==> src/rtl/yolo_pkg.sv <==
`default_nettype none

package yolo_pkg;

    // feature map geometry
    localparam int GRID_COLS = 15;
    localparam int GRID_ROWS = 10;

    // interior window with inclusive bounds
    localparam int WIN_COL_LO = 1;
    localparam int WIN_COL_HI = 12;
    localparam int WIN_ROW_LO = 1;
    localparam int WIN_ROW_HI = 7;

    // ranking depth
    localparam int KEEP_N = 5;

    // confidence byte sits above the packed box
    localparam int CONF_LSB = 32;

    // box word and info word per rank
    localparam int RESULT_WORDS = 2 * KEEP_N;

    typedef logic [63:0] beat_t;
    typedef logic [7:0]  conf_t;
    typedef logic [31:0] box_t;
    typedef logic [3:0]  col_t;
    typedef logic [3:0]  row_t;
    typedef logic [31:0] word_t;
    typedef logic [3:0]  rd_addr_t;

    typedef enum logic [1:0] {
        SCAN_IDLE,
        SCAN_RUN,
        SCAN_DONE
    } scan_state_t;

endpackage

`default_nettype wire

==> src/rtl/grid_scanner.sv <==
`timescale 1ns/1ns
`default_nettype none

module grid_scanner (
    input  logic           clk,
    input  logic           e203_rst_n,
    input  logic           i_start,
    input  logic           i_clr,
    input  logic           i_valid,
    output logic           o_ready,
    output logic           o_beat_fire,
    output logic           o_in_window,
    output yolo_pkg::col_t o_col,
    output yolo_pkg::row_t o_row,
    output logic           o_frame_last,
    output logic           o_frame_open
);
    import yolo_pkg::*;

    scan_state_t state_q;
    col_t        col_q;
    row_t        row_q;
    logic        col_wrap;
    logic        row_last;

    assign o_ready      = (state_q == SCAN_RUN);
    assign o_frame_open = (state_q == SCAN_IDLE) && i_start;
    assign o_beat_fire  = i_valid && o_ready;

    assign col_wrap     = (col_q == col_t'(GRID_COLS - 1));
    assign row_last     = (row_q == row_t'(GRID_ROWS - 1));
    assign o_frame_last = o_beat_fire && col_wrap && row_last;

    // interior cells only
    assign o_in_window = (col_q >= col_t'(WIN_COL_LO)) && (col_q <= col_t'(WIN_COL_HI)) &&
                         (row_q >= row_t'(WIN_ROW_LO)) && (row_q <= row_t'(WIN_ROW_HI));

    assign o_col = col_q;
    assign o_row = row_q;

    always_ff @(posedge clk or negedge e203_rst_n) begin
        if (!e203_rst_n) begin
            state_q <= SCAN_IDLE;
        end else begin
            case (state_q)
                SCAN_IDLE: if (i_start) state_q <= SCAN_RUN;
                SCAN_RUN:  if (o_frame_last) state_q <= SCAN_DONE;
                SCAN_DONE: if (i_clr) state_q <= SCAN_IDLE;
                default:   state_q <= SCAN_IDLE;
            endcase
        end
    end

    // column runs fastest
    always_ff @(posedge clk or negedge e203_rst_n) begin
        if (!e203_rst_n) begin
            col_q <= '0;
            row_q <= '0;
        end else if (o_frame_open) begin
            col_q <= '0;
            row_q <= '0;
        end else if (o_beat_fire) begin
            if (col_wrap) begin
                col_q <= '0;
                row_q <= row_last ? row_t'(0) : row_q + row_t'(1);
            end else begin
                col_q <= col_q + col_t'(1);
            end
        end
    end

    col_range_a : assert property (@(posedge clk) disable iff (!e203_rst_n)
        col_q <= col_t'(GRID_COLS - 1));

endmodule

`default_nettype wire

==> src/rtl/top5_sorter.sv <==
`timescale 1ns/1ns
`default_nettype none

module top5_sorter (
    input  logic            clk,
    input  logic            e203_rst_n,
    input  logic            i_frame_open,
    input  logic            i_beat_fire,
    input  logic            i_in_window,
    input  logic            i_frame_last,
    input  yolo_pkg::beat_t i_beat,
    input  yolo_pkg::col_t  i_col,
    input  yolo_pkg::row_t  i_row,
    output yolo_pkg::conf_t o_conf [yolo_pkg::KEEP_N],
    output yolo_pkg::box_t  o_box  [yolo_pkg::KEEP_N],
    output yolo_pkg::col_t  o_col  [yolo_pkg::KEEP_N],
    output yolo_pkg::row_t  o_row  [yolo_pkg::KEEP_N],
    output logic            o_rank_valid
);
    import yolo_pkg::*;

    conf_t cur_conf;
    box_t  cur_box;

    conf_t conf_q [KEEP_N];
    box_t  box_q  [KEEP_N];
    col_t  col_q  [KEEP_N];
    row_t  row_q  [KEEP_N];

    conf_t nxt_conf [KEEP_N];
    box_t  nxt_box  [KEEP_N];
    col_t  nxt_col  [KEEP_N];
    row_t  nxt_row  [KEEP_N];

    logic [KEEP_N-1:0] gt;
    logic              take;

    assign cur_conf = i_beat[CONF_LSB +: $bits(conf_t)];
    assign cur_box  = i_beat[$bits(box_t)-1:0];
    assign take     = i_beat_fire && i_in_window;

    // strict compare, so a tie keeps the earlier cell ahead
    always_comb begin
        for (int k = 0; k < KEEP_N; k++) begin
            gt[k] = cur_conf > conf_q[k];
        end
    end

    // gt is a thermometer since ranks never increase
    always_comb begin
        nxt_conf[0] = gt[0] ? cur_conf : conf_q[0];
        nxt_box[0]  = gt[0] ? cur_box  : box_q[0];
        nxt_col[0]  = gt[0] ? i_col    : col_q[0];
        nxt_row[0]  = gt[0] ? i_row    : row_q[0];
        for (int k = 1; k < KEEP_N; k++) begin
            if (gt[k-1]) begin
                nxt_conf[k] = conf_q[k-1];
                nxt_box[k]  = box_q[k-1];
                nxt_col[k]  = col_q[k-1];
                nxt_row[k]  = row_q[k-1];
            end else if (gt[k]) begin
                nxt_conf[k] = cur_conf;
                nxt_box[k]  = cur_box;
                nxt_col[k]  = i_col;
                nxt_row[k]  = i_row;
            end else begin
                nxt_conf[k] = conf_q[k];
                nxt_box[k]  = box_q[k];
                nxt_col[k]  = col_q[k];
                nxt_row[k]  = row_q[k];
            end
        end
    end

    always_ff @(posedge clk or negedge e203_rst_n) begin
        if (!e203_rst_n) begin
            for (int k = 0; k < KEEP_N; k++) begin
                conf_q[k] <= '0;
            end
        end else if (i_frame_open) begin
            for (int k = 0; k < KEEP_N; k++) begin
                conf_q[k] <= '0;
            end
        end else if (take) begin
            conf_q <= nxt_conf;
        end
    end

    // empty ranks read back as zero
    always_ff @(posedge clk) begin
        if (i_frame_open) begin
            for (int k = 0; k < KEEP_N; k++) begin
                box_q[k] <= '0;
                col_q[k] <= '0;
                row_q[k] <= '0;
            end
        end else if (take) begin
            box_q <= nxt_box;
            col_q <= nxt_col;
            row_q <= nxt_row;
        end
    end

    always_ff @(posedge clk or negedge e203_rst_n) begin
        if (!e203_rst_n) begin
            o_rank_valid <= 1'b0;
        end else begin
            o_rank_valid <= i_frame_last;
        end
    end

    assign o_conf = conf_q;
    assign o_box  = box_q;
    assign o_col  = col_q;
    assign o_row  = row_q;

    for (genvar k = 1; k < KEEP_N; k++) begin : g_order_chk
        conf_order_a : assert property (@(posedge clk) disable iff (!e203_rst_n)
            conf_q[k-1] >= conf_q[k]);
    end

endmodule

`default_nettype wire

==> src/rtl/result_store.sv <==
`timescale 1ns/1ns
`default_nettype none

module result_store (
    input  logic               clk,
    input  logic               e203_rst_n,
    input  logic               i_rank_valid,
    input  logic               i_clr,
    input  yolo_pkg::conf_t    i_conf [yolo_pkg::KEEP_N],
    input  yolo_pkg::box_t     i_box  [yolo_pkg::KEEP_N],
    input  yolo_pkg::col_t     i_col  [yolo_pkg::KEEP_N],
    input  yolo_pkg::row_t     i_row  [yolo_pkg::KEEP_N],
    input  yolo_pkg::rd_addr_t i_rd_addr,
    output yolo_pkg::word_t    o_rd_data,
    output logic               o_done
);
    import yolo_pkg::*;

    word_t words_q [RESULT_WORDS];
    word_t rd_q;
    logic  done_q;
    logic  addr_ok;

    assign addr_ok = (i_rd_addr < rd_addr_t'(RESULT_WORDS));

    // even word is the box, odd word packs conf, col and row
    always_ff @(posedge clk or negedge e203_rst_n) begin
        if (!e203_rst_n) begin
            for (int w = 0; w < RESULT_WORDS; w++) begin
                words_q[w] <= '0;
            end
        end else if (i_rank_valid) begin
            for (int k = 0; k < KEEP_N; k++) begin
                words_q[2*k]   <= word_t'(i_box[k]);
                words_q[2*k+1] <= {i_conf[k], i_col[k], i_row[k], 16'h0000};
            end
        end
    end

    // held until the host clears it
    always_ff @(posedge clk or negedge e203_rst_n) begin
        if (!e203_rst_n) begin
            done_q <= 1'b0;
        end else if (i_clr) begin
            done_q <= 1'b0;
        end else if (i_rank_valid) begin
            done_q <= 1'b1;
        end
    end

    // unmapped addresses read back as zero one cycle later
    always_ff @(posedge clk or negedge e203_rst_n) begin
        if (!e203_rst_n) begin
            rd_q <= '0;
        end else if (addr_ok) begin
            rd_q <= words_q[i_rd_addr];
        end else begin
            rd_q <= '0;
        end
    end

    assign o_rd_data = rd_q;
    assign o_done    = done_q;

    done_cause_a : assert property (@(posedge clk) disable iff (!e203_rst_n)
        $rose(done_q) |-> $past(i_rank_valid));

endmodule

`default_nettype wire

==> src/rtl/yolo_layer_top.sv <==
`timescale 1ns/1ns
`default_nettype none

module yolo_layer_top (
    input  logic               clk,
    input  logic               e203_rst_n,
    input  logic               i_start,
    input  logic               i_clr,
    input  logic               i_valid,
    input  yolo_pkg::beat_t    i_beat,
    input  yolo_pkg::rd_addr_t i_rd_addr,
    output logic               o_ready,
    output yolo_pkg::word_t    o_rd_data,
    output logic               o_done
);
    import yolo_pkg::*;

    wire       beat_fire;
    wire       in_window;
    wire col_t cur_col;
    wire row_t cur_row;
    wire       frame_last;
    wire       frame_open;

    wire conf_t rank_conf [KEEP_N];
    wire box_t  rank_box  [KEEP_N];
    wire col_t  rank_col  [KEEP_N];
    wire row_t  rank_row  [KEEP_N];
    wire        rank_valid;

    grid_scanner u_grid_scanner (
        .clk          (clk),
        .e203_rst_n   (e203_rst_n),
        .i_start      (i_start),
        .i_clr        (i_clr),
        .i_valid      (i_valid),
        .o_ready      (o_ready),
        .o_beat_fire  (beat_fire),
        .o_in_window  (in_window),
        .o_col        (cur_col),
        .o_row        (cur_row),
        .o_frame_last (frame_last),
        .o_frame_open (frame_open)
    );

    top5_sorter u_top5_sorter (
        .clk          (clk),
        .e203_rst_n   (e203_rst_n),
        .i_frame_open (frame_open),
        .i_beat_fire  (beat_fire),
        .i_in_window  (in_window),
        .i_frame_last (frame_last),
        .i_beat       (i_beat),
        .i_col        (cur_col),
        .i_row        (cur_row),
        .o_conf       (rank_conf),
        .o_box        (rank_box),
        .o_col        (rank_col),
        .o_row        (rank_row),
        .o_rank_valid (rank_valid)
    );

    result_store u_result_store (
        .clk          (clk),
        .e203_rst_n   (e203_rst_n),
        .i_rank_valid (rank_valid),
        .i_clr        (i_clr),
        .i_conf       (rank_conf),
        .i_box        (rank_box),
        .i_col        (rank_col),
        .i_row        (rank_row),
        .i_rd_addr    (i_rd_addr),
        .o_rd_data    (o_rd_data),
        .o_done       (o_done)
    );

endmodule

`default_nettype wire

==> config.mk <==
export PLATFORM = sky130hd
export DESIGN_NAME = yolo_layer_top
export DESIGN_NICKNAME = d
export VERILOG_FILES = /design/src/rtl/yolo_pkg.sv /design/src/rtl/grid_scanner.sv /design/src/rtl/top5_sorter.sv /design/src/rtl/result_store.sv /design/src/rtl/yolo_layer_top.sv
export SDC_FILE = /design/constraint.sdc
export NUM_CORES = 1
export LEC_CHECK = 0
export BUFFER_PORTS_ARGS = -buffer_cell sky130_fd_sc_hd__buf_4
export CAP_MARGIN = 10
export CORE_ASPECT_RATIO = 0.75
export CORE_UTILIZATION = 56
export DETAILED_ROUTE_END_ITERATION = 16
export GPL_TIMING_DRIVEN = 1
export PLACE_DENSITY = 0.76
export SYNTH_ARGS = -nofsm -noshare
export SYNTH_HDL_FRONTEND = slang
export SYNTH_HIERARCHICAL = 1
export SYNTH_SLANG_ARGS = --single-unit
export TNS_END_PERCENT = 10
==> constraint.sdc <==
create_clock -name clk -period 2.5 [get_ports clk]
set_clock_uncertainty 0.1 [all_clocks]
set_input_delay 0.5 -clock clk [delete_from_list [all_inputs] [get_ports clk]]
set_output_delay 0.5 -clock clk [all_outputs]
set_load 0.01 [all_outputs]
# Word level (Yosys, flattened, before mapping)
# Index checks and enable logic that the tools add are counted.
# totals
inputBits,73
output_inout_bits,34
wordCells,143
ff_bits,524
# op_classes
add_sub_neg,2
n_mux,52
order_cmp,11
n_bitwise,1
eq_ne,7
n_reduce_logical,34
# ops
op,n
$mux W32,11
$bmux W32 S4,1
$mux W4,23
$mux W40,2
$mux W8,9
$gt A8 B8 Y1,5
$reduce_and A2 Y1,11
$reduce_bool A2 Y1,9
$reduce_bool A3 Y1,4
$add A4 B1 Y4 const B,2
$eq A4 B4 Y1 const B,2
$ge A4 B1 Y1 const B,2
$logic_and A1 B1 Y1,8
$mux W2,3
$pmux W2 S3,1
$ge A5 B5 Y1 const B,1
$not A4 Y5,1
$le A4 B3 Y1 const B,1
$le A4 B4 Y1 const B,1
$lt A4 B4 Y1 const B,1
$ne A2 B2 Y1 const B,2
$reduce_and A3 Y1,1
$eq A2 B1 Y1 const B,1
$eq A2 B2 Y1 const B,1
3 further kinds,4

# Longest topological paths before layout
# Gate-level depths: netlist of the first run.
# logic_depth
word_depth,7
ltp_mapped,12
ltp_nobuf,8

# Cells and area by module
# The synthesis of the first run kept the hierarchy.
# by_module_without_submodules
module,area_per_inst_um2,seq_area_each_um2,instances,cells_per_inst
result_store,11673.7,6831.6,1,773
top5_sorter,11541.1,5029.8,1,1328
grid_scanner,584.3,250.2,1,64

# Least setup slack after synthesis of the first run
# Ideal clock, no wire load.
# synth_timing
path_type,input-to-reg
startpoint,input i_beat[33]
endpoint,register u_top5_sorter.conf_q (netlist bit u_top5_sorter/o_conf[25])
path_slack_ns,0.084
setup_time_ns,0.139
required_ns,2.261
path_buffers,3
arrival_ns,2.177
path_stages,10
cell_sequence,ha_1 -> nor2b_1 -> o211ai_1 -> a211o_1 -> and2_0 -> buf_2 -> a21oi_1 -> buf_2 -> buf_4 -> o32ai_1
# synth_via
elab_chain_cells,4
word_cells_on_any_way,8
cone_classes,2 x order compare; 4 x mux; 2 x reduce/logical
# synth_rtl
element,line_no,source
"start, declared",yolo_layer_top.sv:10,"input yolo_pkg::beat_t i_beat,"
$gt A8 B8 Y1 / $mux W8 (equally long branches),"top5_sorter.sv:45, top5_sorter.sv:61",
$mux W8,top5_sorter.sv:56,if (gt[k-1]) begin
$mux W40,top5_sorter.sv:84,end else if (take) begin
$mux W40,top5_sorter.sv:80,end else if (i_frame_open) begin
"end signal, assigned",top5_sorter.sv:85,conf_q <= nxt_conf;
"end, declared",top5_sorter.sv:25,conf_t conf_q [KEEP_N];
# Parallel ways exist; a longest one is shown, timed or not. The select of a mux whose other input is x is not followed.
# A chain may end at the register's enable or synchronous reset.

# Worst setup path in the final report of the first run
# layout_timing
startpoint,register u_top5_sorter.conf_q (netlist bit u_top5_sorter/o_conf[21])
endpoint,register u_top5_sorter.box_q (netlist bit u_top5_sorter/o_box[74])
# layout_via
elab_chain_cells,3
# layout_rtl
element,line_no,source
$gt A8 B8 Y1,top5_sorter.sv:45,gt[k] = cur_conf > conf_q[k];
$reduce_bool A2 Y1 (no line),--,
$reduce_and A2 Y1 (no line),--,
"end signal, assigned",top5_sorter.sv:98,box_q <= nxt_box;
"end, declared",top5_sorter.sv:26,box_t box_q [KEEP_N];
# Every way passes these cells.

==> metrics.cfg, run 1 <==
[status]
run_status=complete, but fails checks
violations=negative setup slack

[cts]
htree_levels=2
cts-root-buf=clkbuf_16
clock_latency_ns=0.61
clkTransAtPathRegs_ns=0.07
clock_path_buffers=3
cts_sinks=524
cts_made_buffers=49
cts_tree=built

[timing]
rsz0062_at_grt=yes
slew_headroom=0.128
tightest_slew_ns=1.31
slew_violations=0
hold_viol=0
fin_ws_ns=-0.163
finalCriticalPeriod_ns=2.66
max_freq_mhz=376
final-setup-viol-count=210
post-route-period-util=1.07
hold_ws_ns=0.0738

[finish]
fin_nets=2456
multiInputGateArea_um2=11300
area_growth_pct=24.4
fillers=2754
drive_gt1_frac=0.344
regArea_um2=12100

[synthesis]
synthFlopType=dfrtp_1
ys_warn_count=6
ys_async_sr_fraction=0.618
synth-edff-count=0
yosys-mux-area-fraction=0.180
synthAdderAreaFrac=0.0210
postSynthCellCount=2165
avgSynthCellArea_um2=11.0
syn-cell-area_um2=23800
synth.distinct_cells=57
synth_area_leaders=dfrtp_1 (34%), dfxtp_1 (17%), mux2_2 (12%)
synth_top_area_frac=0.341
ys_seq_area_frac=0.509
synth.ff_latch_count=524
synth_compound_area_frac=0.154
synth_top_cell_by_area=dfrtp_1
synth_xor_area_frac=0
syn-num-nets=2278
yosys.area_share.simple=0.0732
synth_top_family_by_area=multiplexers

[setup_path]
worst_setup_path_end_kind=flop
r2r_end=u_top5_sorter/o_box[74]$_SDFFE_PP0P_
rrSetupSlack_ns=-0.16
r2r_cells=11
endpoint=u_top5_sorter/o_box[74]$_SDFFE_PP0P_
r2r-start=u_top5_sorter/o_conf[21]$_DFFE_PN0P_
worst-endpoint-arrival_ns=3.08
worstPathRequired_ns=2.92
critPathKind=flop to flop
critPathMaxFanout=7
startpoint=u_top5_sorter/o_conf[21]$_DFFE_PN0P_
cp-start-kind=flop

[floorplanning]
initial_core_util=0.567
die_y_um=181
die_x_um=240
coreArea_um2=42000
core.rowCount=65
io_pins=107
die-area_um2=43300

[pwr]
p_per_area_nw_per_um2=1110
ir_drop_mv=0.747
p_total_w=0.0328
power_leakage_nw=13.1

[route]
drt_iter0_markers=2444
drt-total-wl_um=79900
detail_route.wl_per_cell_um=27.1
ant_nets=0
vias_per_cell=6.72
num_vias=19851
dr.pass1.iters=8
drcViolationCount=0

[global_routing]
antenna_found_initial=1
grt_max_degree=64
grt_use_total=0.345
grt_pass1_wl_um=115000
grt_pass1_vias=19523
gr-total-overflow=0

[place]
gp_congestion=0.875
place_hpwl_um=46900
io_buffers=82

[hold_path]
min_path_type=primary input to flop

[flow_run]
cap_violations=0

worst min path at each step:
stage / slack [ns] / startpoint / depth (start not counted) / to
4_1_cts: 0.07 / i_beat[10] / 3 / u_top5_sorter/o_box[138]$_SDFFE_PP0P_
2_1_floorplan: 0.10 / e203_rst_n / 0 / u_grid_scanner/o_col[0]$_DFFE_PN0P_
3_3_place_gp: 0.35 / u_top5_sorter/o_box[27]$_SDFFE_PP0P_ / 2 / u_top5_sorter/o_box[27]$_SDFFE_PP0P_
6_report: 0.07 / i_beat[10] / 3 / u_top5_sorter/o_box[138]$_SDFFE_PP0P_
5_1_grt: 0.08 / i_beat[26] / 3 / u_top5_sorter/o_box[154]$_SDFFE_PP0P_
3_5_place_dp: 0.36 / u_top5_sorter/o_box[28]$_SDFFE_PP0P_ / 2 / u_top5_sorter/o_box[28]$_SDFFE_PP0P_
routing by layer:
| metal | track usage | vias to the layer above | routed length [µm] |
|---|---|---|---|
| met2 | 0.518 | 1478 | 34800 |
| met4 | 0.147 | 0 | 4110 |
| li1 | - | 8235 | - |
| met1 | 0.477 | 9795 | 31100 |
| met3 | 0.0852 | 343 | 9850 |
| met5 | 0 | - | 0 |
state kept, by name (all words and copies together), names as in the netlist:
name	count
u_result_store/words_q	240
u_top5_sorter/o_box	160
u_top5_sorter/o_conf	40
u_result_store/o_rd_data	32
u_top5_sorter/o_col	20
u_top5_sorter/o_row	20
u_grid_scanner/o_col	4
u_grid_scanner/o_row	4
u_grid_scanner/state_q	2
u_result_store/o_done	1
u_top5_sorter/o_rank_valid	1
layout make-up:
type / instances / share of cell area
flip-flops and latches: 524 / 0.409
well taps: 569 / 0.0241
repair buffers: 308 / 0.109
multi-input cells: 1297 / 0.381
diodes: 1 / 0.0000845
inverters: 163 / 0.0207
clock inverters: 13 / 0.00528
clock buffers: 79 / 0.0500
stage by stage:
step | std cells | TNS, ns | setup WS, ns | cell area, µm² | utilization
2_1_floorplan | 2165 | 0 | 0.0839 | 23800 | -
3_3_place_gp | 2811 | -56.25 | -0.326 | 26200 | 0.624
3_5_place_dp | 2811 | -65.83 | -0.381 | 26200 | 0.624
4_1_cts | 2922 | -0.150 | -0.0219 | 28300 | 0.675
5_1_grt | 2953 | -26.54 | -0.224 | 29600 | 0.705
6_report | 2954 | -15.18 | -0.163 | 29600 | 0.705
critical path, stage by stage, from the launching register on:
cell,delay (ns)
dfrtp_1,0.42
inv_2,0.10
ha_4,0.21
a211oi_4,0.26
nor2_4,0.08
nor4bb_4,0.41
buf_4,0.19
or2_4,0.15
a21oi_4,0.09
buf_12,0.16
clkbuf_16,0.17
o32ai_1,0.21
power by group:
part	internal (W)	total, W	switching, W	leakage (nW)
logic	0.00588	0.0132	0.00729	6.25
registers	0.0106	0.0120	0.00141	6.11
clock network	0.00428	0.00768	0.00340	0.783
synth_stat cells, types with 20 or more instances:
cell type  instances
o32ai_2           20
mux2i_1          104
buf_2             66
nor2b_1           25
a21oi_1          246
nand2_1          118
clkbuf_1          88
o32ai_1           76
dfxtp_1          200
a2111oi_0         46
inv_1            163
o2bb2ai_1         49
nor3_1           147
mux2_2           250
ha_1              40
dfrtp_1          324
nor2_1            31
cell families (layout without fill, tap and decap cells):
group           count (synthesis)  after routing
compound gates                526            526
buf+inv                       344            563
flops                         524            524
simple gates                  358            358
fa+ha+maj                      40             40
other cells                     0              1
mux                           373            373
cell usage in the layout, fill, tap and decap left out, types with 18 or more instances in the layout:
cell type,netlist,final
a2111oi_2,0,32
a21oi_1,246,237
buf_12,0,47
buf_4,19,229
clkbuf_16,0,58
dfrtp_1,324,323
dfxtp_1,200,200
ha_1,40,35
inv_1,163,156
mux2_2,250,250
mux2i_1,104,104
mux4_2,19,19
nand2_1,118,113
nor2_1,31,26
nor2b_1,25,24
nor3_1,147,134
o22ai_1,18,18
o2bb2ai_1,49,33
o32ai_1,76,60
o32ai_2,20,34
repair_timing:
action | in CTS | in global routing
hold buffers | 2 | 0
endpoints found under the hold margin | 50 | 0
endpoints found under the setup margin | 149 | 240
setup buffers | 13 | 21
pin swaps | 13 | 25
cloned | 5 | 11
resized for setup | 63 | 173
(Power assumes the default switching activity.)
==> run 2: changes to the inputs <==
--- a/config.mk
+++ b/config.mk
@@ -8,10 +8,10 @@
 export BUFFER_PORTS_ARGS = -buffer_cell sky130_fd_sc_hd__buf_4
 export CAP_MARGIN = 10
 export CORE_ASPECT_RATIO = 0.75
-export CORE_UTILIZATION = 56
+export CORE_UTILIZATION = 62
 export DETAILED_ROUTE_END_ITERATION = 16
 export GPL_TIMING_DRIVEN = 1
-export PLACE_DENSITY = 0.76
+export PLACE_DENSITY = 0.8
 export SYNTH_ARGS = -nofsm -noshare
 export SYNTH_HDL_FRONTEND = slang
 export SYNTH_HIERARCHICAL = 1
==> constraint.sdc (replaced) <==
create_clock -name clk -period 2.8 [get_ports clk]
set_clock_uncertainty 0.1 [all_clocks]
set_input_delay 0.56 -clock clk [delete_from_list [all_inputs] [get_ports clk]]
set_output_delay 0.56 -clock clk [all_outputs]
set_load 0.01 [all_outputs]
==> metrics.cfg, run 2 (same netlist as run 1, synthesis figures left out) <==
[global_routing]
gr-total-overflow=0
grt_use_total=0.376
antenna_found_initial=2
grt_pass1_wl_um=113000
grt_pass1_vias=19400
grt_max_degree=91

[pwr]
ir_drop_mv=0.682
power_leakage_nw=12.3
p_per_area_nw_per_um2=982
switching_share=0.362
p_int_w=0.0172
p_switching_w=0.00976
p_seq_frac=0.397
p_clk_frac=0.260
pwr-share-comb=0.343

[hold_path]
min_path_type=primary input to flop

[finish]
area_growth_pct=15.5
largest_reg_flops=240
largest_register=u_result_store/words_q
design_area_um2=27500
layout_commonest_cell=dfrtp_1
multiInputGateArea_um2=10400
drive_gt1_frac=0.265
final_cell_mix=dfrtp_1 (323), mux2_2 (250), a21oi_1 (243), dfxtp_1 (200), buf_4 (165)
regArea_um2=12100
fillers=2433
fin_nets=2357

[timing]
hold_viol=0
tightest_slew_ns=0.625
post-route-period-util=0.991
finalCriticalPeriod_ns=2.77
max_freq_mhz=361
rsz0062_at_grt=yes
final-setup-viol-count=0
slew_violations=0
tns_ns=0
slew_headroom=0.579

[route]
ant_nets=0
vias_per_cell=6.82
drt-total-wl_um=73200
detail_route.wl_per_cell_um=26.3
drcViolationCount=0
dr.pass1.iters=5
num_vias=19024
drt_iter0_markers=2717

[setup_path]
slowest_delay_ns=0.48
worst-endpoint-arrival_ns=3.10
worstPathRequired_ns=3.12
critPathSlowestCell=a2111oi_0
worst_setup_path_end_kind=flop
critPathKind=flop to flop
critPathMaxFanout=13
cp-start-kind=flop
cp_cell_sequence=inv_1 -> ha_1 -> a211oi_1 -> nor2_1 -> o31a_1 -> buf_4 -> nand2_2 -> buf_12 -> nor3_1 -> a2111oi_0

[place]
dpl-instance-area_um2=25700
gp_congestion=0.898
place_hpwl_um=45100
io_buffers=82

[cts]
cts_sinks=524
cts-root-buf=clkbuf_16
cts_made_buffers=49
clock_path_buffers=3
htree_levels=2
clock_latency_ns=0.58
clkTransAtPathRegs_ns=0.07
cts_tree=built

[floorplanning]
die_y_um=172
die_x_um=228
io_pins=107
coreArea_um2=37400
initial_core_util=0.636
die-area_um2=39200
core.rowCount=61

[status]
run_status=completed

[flow_run]
cap_violations=0

## run 2: cell count changes in the layout (fill, tap and decap cells not counted), moves of 14 or more
cell       change
o32ai_1       +16
a2111oi_0     +29
o2bb2ai_1     +16
a2111oi_1     +15
buf_4         -64
a2111oi_2     -30
o32ai_2       -14
a2111oi_4     -14
o2bb2ai_2     -14
## run 2: path summary, 6_finish.rpt
path,from,end,cells after the start,slack [ns]
worst max register to register,u_top5_sorter/o_conf[13]$_DFFE_PN0P_,u_top5_sorter/o_box[25]$_SDFFE_PP0P_,10,0.03
worst min-delay path,i_clr,u_result_store/o_done$_DFFE_PN0P_,2,0.06
worst min register to register,u_top5_sorter/o_box[27]$_SDFFE_PP0P_,u_top5_sorter/o_box[27]$_SDFFE_PP0P_,2,0.36
worst max-delay path,u_top5_sorter/o_conf[13]$_DFFE_PN0P_,u_top5_sorter/o_box[25]$_SDFFE_PP0P_,10,0.03
max in group asynchronous,e203_rst_n,u_result_store/o_rd_data[13]$_DFF_PN0_,3,1.41
min in group asynchronous,e203_rst_n,u_top5_sorter/o_conf[32]$_DFFE_PN0P_,2,0.40
## run 2: worst max-delay path, delay by kind of cell (launching register included)
family	cells	cell delay, ns
buf+inv	3	0.40
fa+ha+maj	1	0.30
compound gates	3	1.04
simple gates	3	0.34
flops	1	0.44
## run 2: layout make-up
type                    count  area share
flip-flops and latches    524       0.441
multi-input cells        1297       0.377
repair buffers            209      0.0753
clock buffers              69      0.0510
well taps                 504      0.0229
inverters                 163      0.0223
clock inverters            20      0.0102
diodes                      2    0.000182
## run 2: stage by stage
stage               instances  worst slack, ns  power, W  utilization  hold slack [ns]
finish                   2788           0.0261    0.0270        0.735           0.0616
global route             2788         -0.00322    0.0280        0.735           0.0583
CTS                      2785           0.0722    0.0265        0.733           0.0501
detailed placement       2695           -0.158    0.0195        0.688            0.352
global placement         2695          -0.0816    0.0190        0.688            0.349
floorplan                2165            0.324    0.0160            -            0.164
## run 2: what timing repair did
| action | CTS | global route |
|---|---|---|
| hold endpoints to repair | 44 | 0 |
| resized for setup | 0 | 22 |
| endpoints found under the setup margin | 0 | 125 |
| hold buffers | 1 | 0 |
| setup buffers | 0 | 1 |
## run 2: power by group through the flow
| stage | registers [W] | clock network (W) | logic, W |
|---|---|---|---|
| finish | 0.0107 | 0.00702 | 0.00924 |
| global route | 0.0109 | 0.00737 | 0.00975 |
| CTS | 0.0107 | 0.00705 | 0.00881 |
| floorplan | 0.0104 | 0 | 0.00561 |
| global placement | 0.0106 | 0 | 0.00832 |
| detailed placement | 0.0108 | 0 | 0.00869 |
## run 2: layer usage
metal	share of wire	global-route usage	vias up
li1	-	-	8035
met1	0.39	0.515	9377
met2	0.44	0.566	1329
met3	0.12	0.0912	283
met4	0.044	0.178	0
met5	0	0	-
